**config.mk**
```make
export PLATFORM = sky130hd
export DESIGN_NAME = src_streamer
export DESIGN_NICKNAME = d
export VERILOG_FILES = /design/src/rtl/src_pkg.sv /design/src/rtl/load_lane_if.sv /design/src/rtl/src_addr_ctrl.sv /design/src/rtl/src_load_lane.sv /design/src/rtl/src_beat_merge.sv /design/src/rtl/src_streamer.sv
export VERILOG_INCLUDE_DIRS = /design/src /design/src/rtl
export SDC_FILE = /design/constraint.sdc
export NUM_CORES = 1
export LEC_CHECK = 0
export BUFFER_PORTS_ARGS = -buffer_cell sky130_fd_sc_hd__buf_4
export CAP_MARGIN = 20
export CELL_PAD_IN_SITES_DETAIL_PLACEMENT = 1
export CELL_PAD_IN_SITES_GLOBAL_PLACEMENT = 1
export CORE_MARGIN = 8
export CORE_UTILIZATION = 39
export DETAILED_ROUTE_END_ITERATION = 12
export HOLD_SLACK_MARGIN = 0.12
export PLACE_DENSITY = 0.9
export SYNTH_ARGS = -nofsm -noshare
export SYNTH_HDL_FRONTEND = slang
export SYNTH_HIERARCHICAL = 1
export SYNTH_SLANG_ARGS = --single-unit
```
**constraint.sdc**
```tcl
create_clock -name clk_i -period 3.1 [get_ports clk_i]
set_input_delay 0.465 -clock clk_i [delete_from_list [all_inputs] [get_ports clk_i]]
set_output_delay 0.465 -clock clk_i [all_outputs]
set_load 0.02 [all_outputs]
```
**src/rtl/src_defs.svh**
```systemverilog
// ======================================================================
// compile-time sizes of the source streamer
// port count, address and data widths, beat counter width
// ======================================================================

`ifndef SRC_DEFS_SVH
`define SRC_DEFS_SVH

`define SRC_NB_PORTS   4   // parallel memory ports, words per beat
`define SRC_ADDR_W     32  // byte address
`define SRC_WORD_W     32  // one memory word
`define SRC_CNT_W      16  // beat counter

// byte stride between neighbouring words
`define SRC_WORD_BYTES 4

`endif

```
**src/rtl/src_pkg.sv**
```systemverilog
// ======================================================================
// types shared by the source streamer
// address, word, wide beat, beat count and controller state
// ======================================================================

`include "src_defs.svh"

package src_pkg;

  // byte address into word-addressed memory
  typedef logic [`SRC_ADDR_W-1:0] addr_t;

  typedef logic [`SRC_WORD_W-1:0] word_t;  // single lane payload

  // one output beat, lane 0 sits in the low word
  typedef logic [`SRC_NB_PORTS-1:0][`SRC_WORD_W-1:0] beat_t;

  typedef logic [`SRC_CNT_W-1:0] cnt_t;    // beats per transfer

  // controller states
  typedef enum logic [1:0] {
    ST_IDLE    = 2'd0,  // waiting for start
    ST_WORKING = 2'd1,  // issuing beats
    ST_DRAIN   = 2'd2   // all issued, waiting on the stream
  } state_t;

endpackage

```
**src/rtl/load_lane_if.sv**
```systemverilog
// ======================================================================
// per-lane bundle between controller, memory lane and beat merge
// request level, fence status, advance pulse, held word and pop
// ======================================================================

interface load_lane_if;
  import src_pkg::*;

  // controller side
  logic  req;        // beat outstanding, level
  addr_t beat_addr;  // address of current beat, lane adds its offset
  logic  advance;    // one-cycle pulse, all lanes taken

  // lane side
  logic  taken;      // grant seen for current beat
  logic  valid;      // hold register full
  word_t word;       // held data

  logic  pop;        // merge side, beat accepted downstream

  modport ctrl (
    output req, beat_addr, advance,
    input  taken
  );

  modport lane (
    input  req, beat_addr, advance, pop,
    output taken, valid, word
  );

  modport merge (
    input  valid, word,
    output pop
  );

endinterface

```
**src/rtl/src_addr_ctrl.sv**
```systemverilog
// ======================================================================
// source streamer controller
// idle / working / drain FSM with start and done handshake
// beat address generator and issued / accepted beat counters
// ======================================================================

`include "src_defs.svh"

module src_addr_ctrl (
  input  logic           clk_i,
  input  logic           rst_ni,
  input  logic           clear_i,
  input  logic           start_i,
  input  src_pkg::addr_t base_addr_i,
  input  src_pkg::cnt_t  trans_size_i,
  input  logic           beat_done_i,
  output logic           ready_start_o,
  output logic           done_o,
  load_lane_if.ctrl      lanes [`SRC_NB_PORTS]
);
  import src_pkg::*;

  localparam addr_t BEAT_STEP = addr_t'(`SRC_NB_PORTS * `SRC_WORD_BYTES);

  state_t state_q, state_d;
  addr_t  addr_q;        // current beat address
  cnt_t   size_q;        // latched transfer length
  cnt_t   issue_cnt_q;   // beats fully granted
  cnt_t   accept_cnt_q;  // beats taken by the stream

  logic [`SRC_NB_PORTS-1:0] taken_vec;
  logic all_taken;
  logic advance;
  logic last_issue;
  logic last_accept;
  logic done_d;

  for (genvar g = 0; g < `SRC_NB_PORTS; g++) begin : g_lane_bind
    assign lanes[g].req       = (state_q == ST_WORKING);
    assign lanes[g].beat_addr = addr_q;
    assign lanes[g].advance   = advance;
    assign taken_vec[g]       = lanes[g].taken;
  end

  assign all_taken   = &taken_vec;
  assign advance     = (state_q == ST_WORKING) & all_taken;  // whole beat granted
  assign last_issue  = (issue_cnt_q == size_q - cnt_t'(1));
  assign last_accept = beat_done_i & (accept_cnt_q == size_q - cnt_t'(1));

  assign ready_start_o = (state_q == ST_IDLE);

  always_comb begin
    state_d = state_q;
    done_d  = 1'b0;
    case (state_q)
      ST_IDLE: begin
        if (start_i) state_d = ST_WORKING;
      end
      ST_WORKING: begin
        if (advance && last_issue) state_d = ST_DRAIN;  // nothing left to request
      end
      ST_DRAIN: begin
        if (last_accept) begin
          state_d = ST_IDLE;
          done_d  = 1'b1;
        end
      end
      default: state_d = ST_IDLE;
    endcase
  end

  always_ff @(posedge clk_i or negedge rst_ni) begin
    if (!rst_ni) begin
      state_q      <= ST_IDLE;
      done_o       <= 1'b0;
      issue_cnt_q  <= '0;
      accept_cnt_q <= '0;
    end else if (clear_i) begin
      state_q      <= ST_IDLE;
      done_o       <= 1'b0;
      issue_cnt_q  <= '0;
      accept_cnt_q <= '0;
    end else begin
      state_q <= state_d;
      done_o  <= done_d;  // lands the cycle after the last handshake
      if (state_q == ST_IDLE) begin
        issue_cnt_q  <= '0;
        accept_cnt_q <= '0;
      end else begin
        if (advance)     issue_cnt_q  <= issue_cnt_q + cnt_t'(1);
        if (beat_done_i) accept_cnt_q <= accept_cnt_q + cnt_t'(1);
      end
    end
  end

  // transfer parameters and address walk
  always_ff @(posedge clk_i) begin
    if (state_q == ST_IDLE && start_i) begin
      addr_q <= base_addr_i;
      size_q <= trans_size_i;
    end else if (advance) begin
      addr_q <= addr_q + BEAT_STEP;  // one beat forward
    end
  end

  // advance only while beats remain to be issued
  a_advance_working: assert property (@(posedge clk_i) disable iff (!rst_ni || clear_i)
    advance |-> (issue_cnt_q < size_q));

endmodule

```
**src/rtl/src_load_lane.sv**
```systemverilog
// ======================================================================
// one memory read lane
// fenced request at beat address plus lane offset, grant tracking
// one-word hold register for the returned data
// ======================================================================

`include "src_defs.svh"

module src_load_lane #(
  parameter int unsigned LANE_IDX = 0
) (
  input  logic           clk_i,
  input  logic           rst_ni,
  input  logic           clear_i,
  output logic           mem_req_o,
  output src_pkg::addr_t mem_addr_o,
  input  logic           mem_gnt_i,
  input  logic           mem_r_valid_i,
  input  src_pkg::word_t mem_r_data_i,
  load_lane_if.lane      lane
);
  import src_pkg::*;

  localparam addr_t LANE_OFS = addr_t'(LANE_IDX * `SRC_WORD_BYTES);

  logic  taken_q;   // fence, granted for this beat
  logic  pend_q;    // read data due next cycle
  logic  valid_q;   // hold register full
  word_t word_q;
  logic  room;
  logic  granted;
  logic  load;

  assign room    = ~valid_q | lane.pop;  // hold frees up this cycle at the latest
  assign granted = mem_req_o & mem_gnt_i;
  assign load    = mem_r_valid_i & pend_q;  // stale returns after clear are dropped

  assign mem_req_o  = lane.req & ~taken_q & room;
  assign mem_addr_o = lane.beat_addr + LANE_OFS;

  assign lane.taken = taken_q;
  assign lane.valid = valid_q;
  assign lane.word  = word_q;

  always_ff @(posedge clk_i or negedge rst_ni) begin
    if (!rst_ni) begin
      taken_q <= 1'b0;
      pend_q  <= 1'b0;
      valid_q <= 1'b0;
    end else if (clear_i) begin
      taken_q <= 1'b0;
      pend_q  <= 1'b0;
      valid_q <= 1'b0;
    end else begin
      pend_q <= granted;
      if (lane.advance) taken_q <= 1'b0;  // siblings done, next beat
      else if (granted) taken_q <= 1'b1;
      if (load) valid_q <= 1'b1;
      else if (lane.pop) valid_q <= 1'b0;
    end
  end

  always_ff @(posedge clk_i) begin
    if (load) word_q <= mem_r_data_i;
  end

  // memory answers only into a free or draining hold register
  a_no_overrun: assert property (@(posedge clk_i) disable iff (!rst_ni)
    mem_r_valid_i |-> (!valid_q || lane.pop));

endmodule

```
**src/rtl/src_beat_merge.sv**
```systemverilog
// ======================================================================
// beat merge
// joins the lane words into one wide beat, valid/ready handshake
// pops every lane and reports the accepted beat
// ======================================================================

`include "src_defs.svh"

module src_beat_merge (
  input  logic           clk_i,
  input  logic           rst_ni,
  input  logic           stream_ready_i,
  output logic           stream_valid_o,
  output src_pkg::beat_t stream_data_o,
  output logic           beat_done_o,
  load_lane_if.merge     lanes [`SRC_NB_PORTS]
);

  logic [`SRC_NB_PORTS-1:0] valid_vec;
  logic hs;

  for (genvar g = 0; g < `SRC_NB_PORTS; g++) begin : g_join
    assign valid_vec[g]     = lanes[g].valid;
    assign stream_data_o[g] = lanes[g].word;  // lane g in word g
    assign lanes[g].pop     = hs;
  end

  // beat complete only once every lane holds its word
  assign stream_valid_o = &valid_vec;
  assign hs             = stream_valid_o & stream_ready_i;
  assign beat_done_o    = hs;  // to the controller

  // stalled beat must not change under the consumer
  a_stall_stable: assert property (@(posedge clk_i) disable iff (!rst_ni)
    stream_valid_o && !stream_ready_i |=> $stable(stream_data_o));

endmodule

```
**src/rtl/src_streamer.sv**
```systemverilog
// ======================================================================
// source streamer top level
// controller, one read lane per memory port, beat merge
// ======================================================================

`include "src_defs.svh"

module src_streamer (
  input  logic                                clk_i,
  input  logic                                rst_ni,
  input  logic                                clear_i,
  input  logic                                start_i,
  input  src_pkg::addr_t                      base_addr_i,
  input  src_pkg::cnt_t                       trans_size_i,
  output logic                                ready_start_o,
  output logic                                done_o,
  output logic           [`SRC_NB_PORTS-1:0] mem_req_o,
  output src_pkg::addr_t [`SRC_NB_PORTS-1:0] mem_addr_o,
  input  logic           [`SRC_NB_PORTS-1:0] mem_gnt_i,
  input  logic           [`SRC_NB_PORTS-1:0] mem_r_valid_i,
  input  src_pkg::word_t [`SRC_NB_PORTS-1:0] mem_r_data_i,
  input  logic                                stream_ready_i,
  output logic                                stream_valid_o,
  output src_pkg::beat_t                      stream_data_o
);

  logic beat_done;  // merge handshake to controller

  load_lane_if lane_if [`SRC_NB_PORTS] ();

  src_addr_ctrl i_ctrl (
    .clk_i         ( clk_i         ),
    .rst_ni        ( rst_ni        ),
    .clear_i       ( clear_i       ),
    .start_i       ( start_i       ),
    .base_addr_i   ( base_addr_i   ),
    .trans_size_i  ( trans_size_i  ),
    .beat_done_i   ( beat_done     ),
    .ready_start_o ( ready_start_o ),
    .done_o        ( done_o        ),
    .lanes         ( lane_if       )
  );

  for (genvar g = 0; g < `SRC_NB_PORTS; g++) begin : g_lane
    src_load_lane #(
      .LANE_IDX ( g )
    ) i_lane (
      .clk_i         ( clk_i            ),
      .rst_ni        ( rst_ni           ),
      .clear_i       ( clear_i          ),
      .mem_req_o     ( mem_req_o[g]     ),
      .mem_addr_o    ( mem_addr_o[g]    ),
      .mem_gnt_i     ( mem_gnt_i[g]     ),
      .mem_r_valid_i ( mem_r_valid_i[g] ),
      .mem_r_data_i  ( mem_r_data_i[g]  ),
      .lane          ( lane_if[g]       )
    );
  end

  src_beat_merge i_merge (
    .clk_i          ( clk_i          ),
    .rst_ni         ( rst_ni         ),
    .stream_ready_i ( stream_ready_i ),
    .stream_valid_o ( stream_valid_o ),
    .stream_data_o  ( stream_data_o  ),
    .beat_done_o    ( beat_done      ),
    .lanes          ( lane_if        )
  );

endmodule

```
==> run metrics, run 1 <==
outcome=finished clean; Worst Setup Slack, final=around 0.08 ns; die area=0.0393 mm²; vias in the first global route=~11000; P_leak=~0.0072 µW; Final Hold Vio Count=0; Required @ worst endpoint=about 2.6 ns; fillers=3462; actual slew at the worst max-slew pin=around 0.65 ns; CP max-delay cell=or4_1; maximum vdd drop=0.411 mV; GRT met1 Usage=0.280; first-pass iteration count of the detailed router=5; FMAX=between 0.3 and 0.4 GHz; latest clock arrival within the worst-skew pair=0.53 ns; clock root buffer master=clkbuf_16; Yosys top cell area share=0.408; Synth area leader=edfxtp_1; Initial Utilization=0.397; RR Endpoint=i_ctrl/state_q[1]$_DFFE_PN0P_; crit path capture type=output pin; dpl cells=between 1500 and 2000; core area=roughly 0.033 mm²; layout cells sized above 1=0.378; initial antenna violation count=4; Num CTS Buffers=26; number of synthesized flops with an enable pin=~180; hold crit path type=in -> reg; top-count cell post-synth=buf_4; Die X=198 µm; io pins=approximately 450; area delta synth->final=34.6%; count of buffer and inverter cells on the critical path=1; hold path startpoint=mem_r_data_i[86]; total number of vias=a little over 10000; CP Launch Point=i_ctrl/lanes[0].beat_addr[8]$_DFFE_PP_; met3 global-route usage=0.0430; fin crit share=0.975; ys flop type=edfxtp_1; Synth cell types=63; Reg clk slew, reported paths=~0.07 ns; worst-path cell chain=nand4_2 -> or4_1 -> nor4_4 -> xor2_1 -> buf_4; 1st-iter DRT viols=630; Post-Syn Instances=about 1200; flops & latches, synth=223; TritonCTS clock tree=done; CP max FO=8; syn avg cell area=11.1 µm²; GRT met2 Usage=0.483; half-perimeter wire length after placement=34600 µm; layer with the highest usage=met2; Die Y=a little under 200 µm; Hold Path Sink=g_lane[2].i_lane/lane.word[22]$_DFFE_PP_; clk buf depth=3; htree depth=1; GRT Residual Overflow=0; largest net degree at the start of global routing=between 70 and 80; DRC=0; synth cell count leaders=buf_4 (273), edfxtp_1 (176), xnor2_1 (98); Final Non-Filler Cells=roughly 2000; I/O Buffers=451; R2R Setup Slk=roughly 0.14 ns; crit path DAT=about 2.6 ns; clk_skew=around 0.034 ns; Final Routed Wirelength=52600 µm; WL/cell=~26 µm; R2R cell count=9; slew margin rel.=0.567; setup TNS=0 ns; Hold Path Stages=1; Placer Congestion=between 0.8 and 0.9; Placement Setup Slack=about 0.11 ns; vias per std cell=5.17; Crit path max-delay family=simple AND/OR/NAND/NOR gates; RSZ-0062 raised after global routing=no; max-slew violation count=0; Mapped Nets=~1400; Final #Nets=between 1500 and 2000; # setup viols final=0; num rows=66; register area share after synthesis=0.498; GRT Total Usage=0.256; min Tclk post-route=between 3 and 4 ns; ys async rst share=0.211; Worst Setup Path Type=reg -> out; Max Cap Violations=0; Worst setup SP type=register; post-synthesis cell area=between 0.01 and 0.015 mm²; Final ANT Viol Nets=0; first-pass GRT wire length=approximately 76000 µm; Yosys Warn Count=6; max incr delay on CP=~0.76 ns; synth top area cells=edfxtp_1 (41%), buf_4 (16%), dfrtp_1 (9.1%); Pwr per Cell Area=between 400 and 500 mW/mm²; CTS sink cnt=roughly 220; Crit Reg-Reg Startpoint=i_ctrl/size_q[1]$_DFFE_PP_
repair_timing:
action                                  in CTS  in global routing
hold buffers                               134                  0
endpoints found under the setup margin      22                 37
hold endpoints to repair                   180                  0
gates resized for setup                      3                 10
buffers inserted                             3                 12
pin swaps                                    1                  1
final cells by class:
| class | count | area [µm²] | share of cell area |
|---|---|---|---|
| inverters | 28 | 105 | 0.00602 |
| clock inverters | 14 | 154 | 0.00882 |
| repair buffers | 631 | 5080 | 0.291 |
| multi-input cells | 622 | 4270 | 0.244 |
| diodes | 4 | 10.0 | 0.000574 |
| flip-flops and latches | 223 | 6460 | 0.370 |
| well taps | 442 | 553 | 0.0317 |
| clock buffers | 34 | 818 | 0.0469 |
report_power, final:
| part | switching (µW) | internal (µW) | leakage [µW] |
|---|---|---|---|
| combinational | 729 | 637 | 0.00446 |
| sequential | 104 | 3330 | 0.00227 |
| clock | 1350 | 2120 | 0.000478 |
| total | 2190 | 6090 | 0.00721 |
layer usage:
metal  part of all wire  up-vias  wire (µm)
met5            0.00025        -         13
met4              0.044        2       2320
met3              0.062      124       3260
met2               0.53      478      27900
met1               0.36     5228      19100
li1                   -     4495          -
sequential cells by signal, summed over array words and instances (netlist names):
register                  flops
g_lane.i_lane/lane.valid      4
i_ctrl/state_q                2
i_ctrl/done_o                 1
g_lane.i_lane/lane.taken      4
i_ctrl/size_q                16
i_ctrl/lanes.beat_addr       32
g_lane.i_lane/pend_q          4
i_ctrl/issue_cnt_q           16
g_lane.i_lane/lane.word     128
i_ctrl/accept_cnt_q          16
kinds of logic after synthesis:
group / Yosys count / synth area share
DFF: 223 / 0.498
AOI/OAI and AO/OA: 61 / 0.0271
muxes: 5 / 0.00415
and+or+nand+nor: 372 / 0.165
xor gates and xnor gates: 177 / 0.122
adders and majority gates: 7 / 0.00676
buffers and inverters: 323 / 0.176
per-stage QoR:
stage | utilization | area, µm² | hold WS, ns | total power (µW)
after floorplan | - | 13000 | 0.169 | 4210
after global placement | 0.459 | 15000 | 0.486 | 4600
after detailed placement | 0.459 | 15000 | 0.516 | 4650
after CTS | 0.530 | 17300 | 0.122 | 8190
after global routing | 0.535 | 17400 | 0.129 | 8500
final | 0.535 | 17500 | 0.147 | 8270
placed cells by master (no fill, tap or decap), types with 3 or more instances in the layout:
master           n
buf_4          496
edfxtp_1       176
dlygate4sd3_1  134
xnor2_1         98
nand2_1         93
xor2_1          77
nor2_1          71
dfrtp_1         47
nand3_1         43
clkbuf_16       32
o21ai_0         32
nor3_1          31
inv_1           28
nand4_1         25
and3_1          21
a21oi_1         14
and4_1           9
nor4_1           9
nor4_4           7
clkinv_1         5
nand2b_1         5
ha_1             5
nor2b_1          5
diode_2          4
a211oi_1         4
bufinv_16        3
clkinv_4         3
and3b_1          3
and2_1           3
and4_2           3
or4_1            3
nor3_2           3
mux2_2           3
nor4b_1          3
or3_1            3
how the worst max path moves through the flow:
stage | slack (ns) | end | cells after the start
3_5_place_dp | 0.11 | i_ctrl/state_q[1]$_DFFE_PN0P_ | 9
3_3_place_gp | 0.27 | i_ctrl/state_q[1]$_DFFE_PN0P_ | 9
5_1_grt | 0.002 | mem_addr_o[127] | 5
6_report | 0.08 | mem_addr_o[127] | 5
4_1_cts | 0.003 | mem_addr_o[112] | 8
2_1_floorplan | 0.31 | i_ctrl/state_q[1]$_DFFE_PN0P_ | 9
Note: power is estimated with default switching activity, not from simulation.
==> inputs of run 2 (changes only) <==
- CORE_UTILIZATION: 39 -> 37
- PLACE_DENSITY: 0.9 -> 0.89
- SYNTH_HIERARCHICAL: 1 -> default
==> run metrics, run 2 <==
clock root buffer master=clkbuf_16 (unchanged); Final #Nets=1756 (was 1728); fillers=2963 (was 3462); Multi-input gate area=0.00412 mm² (was 0.00427 mm²); half-perimeter wire length after placement=35400 µm (was 34600 µm); clk buf depth=3 (unchanged); Post-Syn Instances=922 (was 1168); first-pass iteration count of the detailed router=5 (unchanged); latest clock arrival within the worst-skew pair=0.53 ns (about the same); commonest non-fill, non-tap cell in the layout=buf_4 (unchanged); Placer Congestion=0.909 (was 0.879); syn avg cell area=11.6 µm² (was 11.1 µm²); 1st-iter DRT viols=775 (was 630); Worst setup SP type=register (unchanged); Storage cell area=0.00646 mm² (unchanged); max-slew violation count=0 (unchanged); Crit Reg-Reg Startpoint=i_ctrl.size_q[1]$_DFFE_PP_ (was i_ctrl/size_q[1]$_DFFE_PP_); top-count cell post-synth=edfxtp_1 (was buf_4); register area share after synthesis=0.602 (was 0.498); hold path startpoint=mem_r_data_i[103] (was mem_r_data_i[86]); outcome=finished with violations (was finished clean); hold crit path type=in -> reg (unchanged); area delta synth->final=62.4% (was 34.6%); RSZ-0062 raised after global routing=yes (was no); Yosys top cell area share=0.492 (was 0.408); ys async rst share=0.211 (unchanged); fin crit share=1.20 (was 0.975); FMAX=0.270 GHz (was 0.331 GHz); Mapped Nets=1119 (was 1364); core area=0.0286 mm² (was 0.0326 mm²); WL/cell=30.2 µm (was 26.3 µm); crit path capture type=output pin (unchanged); Required @ worst endpoint=2.63 ns (about the same); Final ANT Viol Nets=0 (unchanged); synth cell count leaders=edfxtp_1 (176), nand2_1 (99), xnor2_1 (94) (was buf_4 (273), edfxtp_1 (176), xnor2_1 (98)); num rows=62 (was 66); Die X=186 µm (was 198 µm); actual slew at the worst max-slew pin=0.800 ns (was 0.650 ns); Max Cap Violations=0 (unchanged); CP max FO=6 (was 8); flops & latches, synth=223 (unchanged); Initial Utilization=0.375 (was 0.397); slew margin rel.=0.464 (was 0.567); layout cells sized above 1=0.408 (was 0.378); Num CTS Buffers=25 (was 26); maximum vdd drop=0.501 mV (was 0.411 mV); P_leak=0.00731 µW (was 0.00721 µW); max reg flops=128 (unchanged); Synth cell types=63 (unchanged); vias per std cell=5.59 (was 5.17); setup TNS=-1.97 ns (was 0 ns); total number of vias=11000 (was 10300); Worst Setup Path Type=reg -> out (unchanged); number of synthesized flops with an enable pin=176 (unchanged); clk_skew=0.0186 ns (was 0.0338 ns); die area=0.0347 mm² (was 0.0393 mm²); Final Routed Wirelength=59400 µm (was 52600 µm); initial antenna violation count=6 (was 4); Synth area leader=edfxtp_1 (unchanged); largest net degree at the start of global routing=75 (was 76); Die Y=186 µm (was 198 µm); commonest cells after routing, fill and taps aside=buf_4 (554), edfxtp_1 (176), dlygate4sd3_1 (127), nand2_1 (95), xnor2_1 (90) (was buf_4 (496), edfxtp_1 (176), dlygate4sd3_1 (134), xnor2_1 (98), nand2_1 (93)); Yosys Warn Count=0 (was 6); io pins=452 (unchanged); crit path DAT=3.24 ns (was 2.56 ns); Pwr per Cell Area=474 mW/mm² (about the same); Final Core Density=0.609 (was 0.535); DRC=0 (unchanged); post-synthesis cell area=0.0107 mm² (was 0.0130 mm²); ys flop type=edfxtp_1 (unchanged); CTS sink cnt=223 (unchanged); Worst Setup Slack, final=-0.606 ns (was 0.0777 ns); # setup viols final=22 (was 0); vias in the first global route=11000 (was 11200); Hold WS=0.132 ns (was 0.147 ns); htree depth=1 (unchanged); min Tclk post-route=3.71 ns (was 3.02 ns); TritonCTS clock tree=done (unchanged); Reg clk slew, reported paths=0.07 ns (about the same); GRT Residual Overflow=0 (unchanged); CP Launch Point=i_ctrl.lanes[0].beat_addr[18]$_DFFE_PP_ (was i_ctrl/lanes[0].beat_addr[8]$_DFFE_PP_); first-pass GRT wire length=78200 µm (was 76000 µm); Final Hold Vio Count=0 (unchanged); I/O Buffers=451 (unchanged); GRT Total Usage=0.295 (was 0.256); synth top area cells=edfxtp_1 (49%), dfrtp_1 (11%), xnor2_1 (7.7%) (was edfxtp_1 (41%), buf_4 (16%), dfrtp_1 (9.1%)); failing checks=negative setup slack
==> run 2: cell types whose count changed after synthesis, sizes merged, moves of 7 or more <==
cell,previous run,this run
a21oi,14,21
buf,280,24
nand3,47,36
nor3,35,24
nor2,71,89
clkbuf,15,51
and4,13,4
inv,28,10
==> run 2: path summary, 6_finish.rpt <==
| path | to | slack, ns | cells after the start |
|---|---|---|---|
| setup / recovery | mem_addr_o[115] | -0.61 | 6 |
| hold / removal | g_lane[3].i_lane.lane.word[7]$_DFFE_PP_ | 0.13 | 1 |
| setup reg to reg | i_ctrl.done_o$_DFF_PN0_ | 0.22 | 8 |
| hold reg to reg | i_ctrl.done_o$_DFF_PN0_ | 0.53 | 1 |
| max in group asynchronous | g_lane[1].i_lane.lane.valid$_DFFE_PN0P_ | 2.13 | 2 |
| min in group asynchronous | i_ctrl.accept_cnt_q[14]$_DFFE_PN0P_ | 0.52 | 2 |
==> run 2: layout make-up <==
cell class,count,share of cell area
clock inverters,10,0.00596
diodes,4,0.000574
clock buffers,34,0.0419
flip-flops and latches,223,0.371
repair buffers,685,0.315
multi-input cells,613,0.237
inverters,11,0.00237
well taps,384,0.0276
==> run 2: worst max-delay path: stages, from the launching register on <==
cell	delay, ns
edfxtp_1	0.62
buf_4	0.25
nand2_1	0.12
nor3_1	0.63
nand2_1	0.19
xnor2_1	0.63
buf_4	0.27
==> run 2: metrics by stage <==
step	instances	setup WS, ns	total power (µW)	instance area [µm²]
floorplan	922	-0.0510	4120	10800
global placement	1726	0.329	4780	14600
detailed placement	1726	0.207	4830	14600
CTS	1905	-0.0181	8000	16900
global route	1964	-0.606	8450	17400
finish	1964	-0.606	8270	17400
==> run 2: cells by family (layout without fill, tap and decap cells) <==
family | Yosys count | after routing | synth area share
adders and majority gates | 9 | 9 | 0.0103
xor gates and xnor gates | 172 | 172 | 0.146
other | 0 | 4 | 0
buffers and inverters | 86 | 740 | 0.0362
muxes | 1 | 1 | 0.000932
and+or+nand+nor | 347 | 347 | 0.158
AOI/OAI and AO/OA | 84 | 84 | 0.0474
DFF | 223 | 223 | 0.602
==> run 2: where the power goes <==
group / internal (µW) / switching, µW / total [µW]
Combinational: 764 / 938 / 1700
Sequential: 3340 / 122 / 3470
Clock: 1810 / 1290 / 3100
==> run 2: per-layer routing <==
metal | routed length (µm) | up-vias | track usage | share of wire
li1 | - | 4511 | - | -
met1 | 20400 | 5496 | 0.325 | 0.34
met2 | 30600 | 730 | 0.555 | 0.52
met3 | 4590 | 230 | 0.0531 | 0.077
met4 | 3680 | 4 | 0.109 | 0.062
met5 | 27 | - | 0 | 0.00045
==> run 2: timing repair <==
action,CTS,global route
setup buffers,9,55
endpoints found under the hold margin,172,1
resized for setup,14,35
setup endpoints to repair,26,43
hold buffers,126,1
pin swaps,3,12
==> inputs of run 3 (changes only) <==
- BUFFER_PORTS_ARGS: -buffer_cell sky130_fd_sc_hd__buf_4 -> -buffer_cell sky130_fd_sc_hd__buf_2
- SKIP_LAST_GASP: default -> 1
==> run metrics, run 3 (synthesis gave the netlist of run 2 again) <==
outcome=finished with violations (unchanged); failing checks=negative setup slack (unchanged); Final Routed Wirelength=53800 µm (was 59400 µm); Worst setup SP type=register (unchanged); max-slew violation count=0 (unchanged); initial antenna violation count=9 (was 6); area delta synth->final=52.1% (was 62.4%); hold crit path type=in -> reg (unchanged); Required @ worst endpoint=2.63 ns (about the same); GRT Total Usage=0.282 (was 0.295); Pwr per Cell Area=499 mW/mm² (was 474 mW/mm²); Max Cap Violations=0 (unchanged); P_leak=0.00690 µW (was 0.00731 µW); Worst Setup Path Type=reg -> out (unchanged); vias per std cell=5.46 (was 5.59); Die X=186 µm (unchanged); Final ANT Viol Nets=0 (unchanged); first-pass GRT wire length=75800 µm (was 78200 µm); R2R Setup Slk=0.20 ns (was 0.22 ns); slew margin rel.=0.362 (was 0.464); total number of vias=10700 (was 11000); Flop pwr share=0.424 (was 0.419); P_int=5890 µW (was 5920 µW); half-perimeter wire length after placement=34400 µm (was 35400 µm); Placer Congestion=0.971 (was 0.909); Placement Setup Slack=0.126 ns (was 0.207 ns); Initial Utilization=0.375 (unchanged); Final Core Density=0.571 (was 0.609); htree depth=1 (unchanged); DRC=0 (unchanged); Final #Nets=1747 (was 1756); Reg clk slew, reported paths=0.06 ns (was 0.07 ns); TritonCTS clock tree=done (unchanged); first-pass iteration count of the detailed router=5 (unchanged); I/O Buffers=451 (unchanged); io pins=452 (unchanged); clk buf depth=3 (unchanged); WL/cell=27.4 µm (was 30.2 µm); layout cells sized above 1=0.404 (was 0.408); num rows=62 (unchanged); commonest non-fill, non-tap cell in the layout=buf_2 (was buf_4); vias in the first global route=11100 (was 11000); CTS sink cnt=223 (unchanged); die area=0.0347 mm² (unchanged); FMAX=0.310 GHz (was 0.270 GHz); 1st-iter DRT viols=820 (was 775); min Tclk post-route=3.23 ns (was 3.71 ns); largest net degree at the start of global routing=55 (was 75); latest clock arrival within the worst-skew pair=0.53 ns (about the same); Net Switching=2270 µW (was 2350 µW); clock power share=0.397 (was 0.375); clock root buffer master=clkbuf_16 (unchanged); Sw Share=0.278 (was 0.284); RSZ-0062 raised after global routing=yes (unchanged); Final Hold Vio Count=0 (unchanged); core area=0.0286 mm² (unchanged); clk_skew=0.0138 ns (was 0.0186 ns); max reg flops=128 (unchanged); # setup viols final=15 (was 22); fin crit share=1.04 (was 1.20); share of total power in combinational logic=0.179 (was 0.206); Num CTS Buffers=26 (was 25); GRT Residual Overflow=0 (unchanged); Die Y=186 µm (unchanged); Worst Setup Slack, final=-0.127 ns (was -0.606 ns); actual slew at the worst max-slew pin=0.957 ns (was 0.800 ns); crit path DAT=2.76 ns (was 3.24 ns); maximum vdd drop=0.499 mV (was 0.501 mV); CP max FO=5 (was 6); commonest cells after routing, fill and taps aside=buf_2 (447), edfxtp_1 (176), dlygate4sd3_1 (129), nand2_1 (96), buf_4 (96) (was buf_4 (554), edfxtp_1 (176), dlygate4sd3_1 (127), nand2_1 (95), xnor2_1 (90)); crit path capture type=output pin (unchanged)
[run 3: worst paths after layout]
kind                                                         from                                        to  cells after the start
max in group asynchronous                                  rst_ni         g_lane[2].i_lane.pend_q$_DFF_PN0_                      3
setup / recovery           i_ctrl.lanes[0].beat_addr[4]$_DFFE_PP_                            mem_addr_o[85]                      9
hold reg to reg                     i_ctrl.state_q[0]$_DFFE_PN0P_                   i_ctrl.done_o$_DFF_PN0_                      1
setup reg to reg                       i_ctrl.size_q[0]$_DFFE_PP_                   i_ctrl.done_o$_DFF_PN0_                      8
min in group asynchronous                                  rst_ni       i_ctrl.accept_cnt_q[14]$_DFFE_PN0P_                      2
hold / removal                                  mem_r_data_i[121]  g_lane[3].i_lane.lane.word[25]$_DFFE_PP_                      1
[run 3: critical path: stages, from the launching register on]
cell and delay (ns):
edfxtp_1 0.42, buf_4 0.16, ha_4 0.17, nand3_2 0.17, nor2_2 0.20, nand3_2 0.17
nor3_4 0.30, buf_4 0.16, xor2_1 0.22, buf_2 0.26
[run 3: what timing repair did]
item / CTS / global route
endpoints found under the hold margin: 128 / 21
pin swaps: 4 / 11
gates cloned: 0 / 0
hold buffers: 128 / 1
buffers inserted: 22 / 31
gates resized for setup: 13 / 39
setup endpoints to repair: 39 / 39
[run 3: cell type report]
type / instances / area [µm²]
fillers: 3118 / 12300
flip-flops and latches: 223 / 6460
repair buffers: 675 / 4310
multi-input cells: 613 / 4140
clock buffers: 36 / 719
well taps: 384 / 480
clock inverters: 11 / 161
inverters: 11 / 41.3
diodes: 8 / 20.0
[run 3: metal layers]
layer	vias to the layer above	part of all wire	wire length [µm]	GRT usage
met2	647	0.53	28600	0.531
met1	5371	0.35	19000	0.313
met5	-	0.00041	22	0
li1	4483	-	-	-
met4	4	0.045	2420	0.0958
met3	195	0.070	3740	0.0513
[run 3: power groups by stage]
stage	Sequential, µW	Combinational, µW	Clock [µW]
global route	3460	1530	3380
detailed placement	3540	1110	0
CTS	3460	1320	3240
floorplan	3520	601	0
finish	3460	1460	3230
global placement	3530	1070	0
[run 3: stage by stage]
stage	setup TNS (ns)	instances	power, µW	hold WS [ns]	area (µm²)
after floorplan	-0.0510	922	4120	0.169	10800
after global placement	0	1723	4600	0.466	13500
after detailed placement	0	1723	4640	0.473	13500
after CTS	-0.0358	1920	8010	0.124	15900
after global routing	-3.13	1960	8370	0.131	16300
final	-0.615	1961	8160	0.141	16300
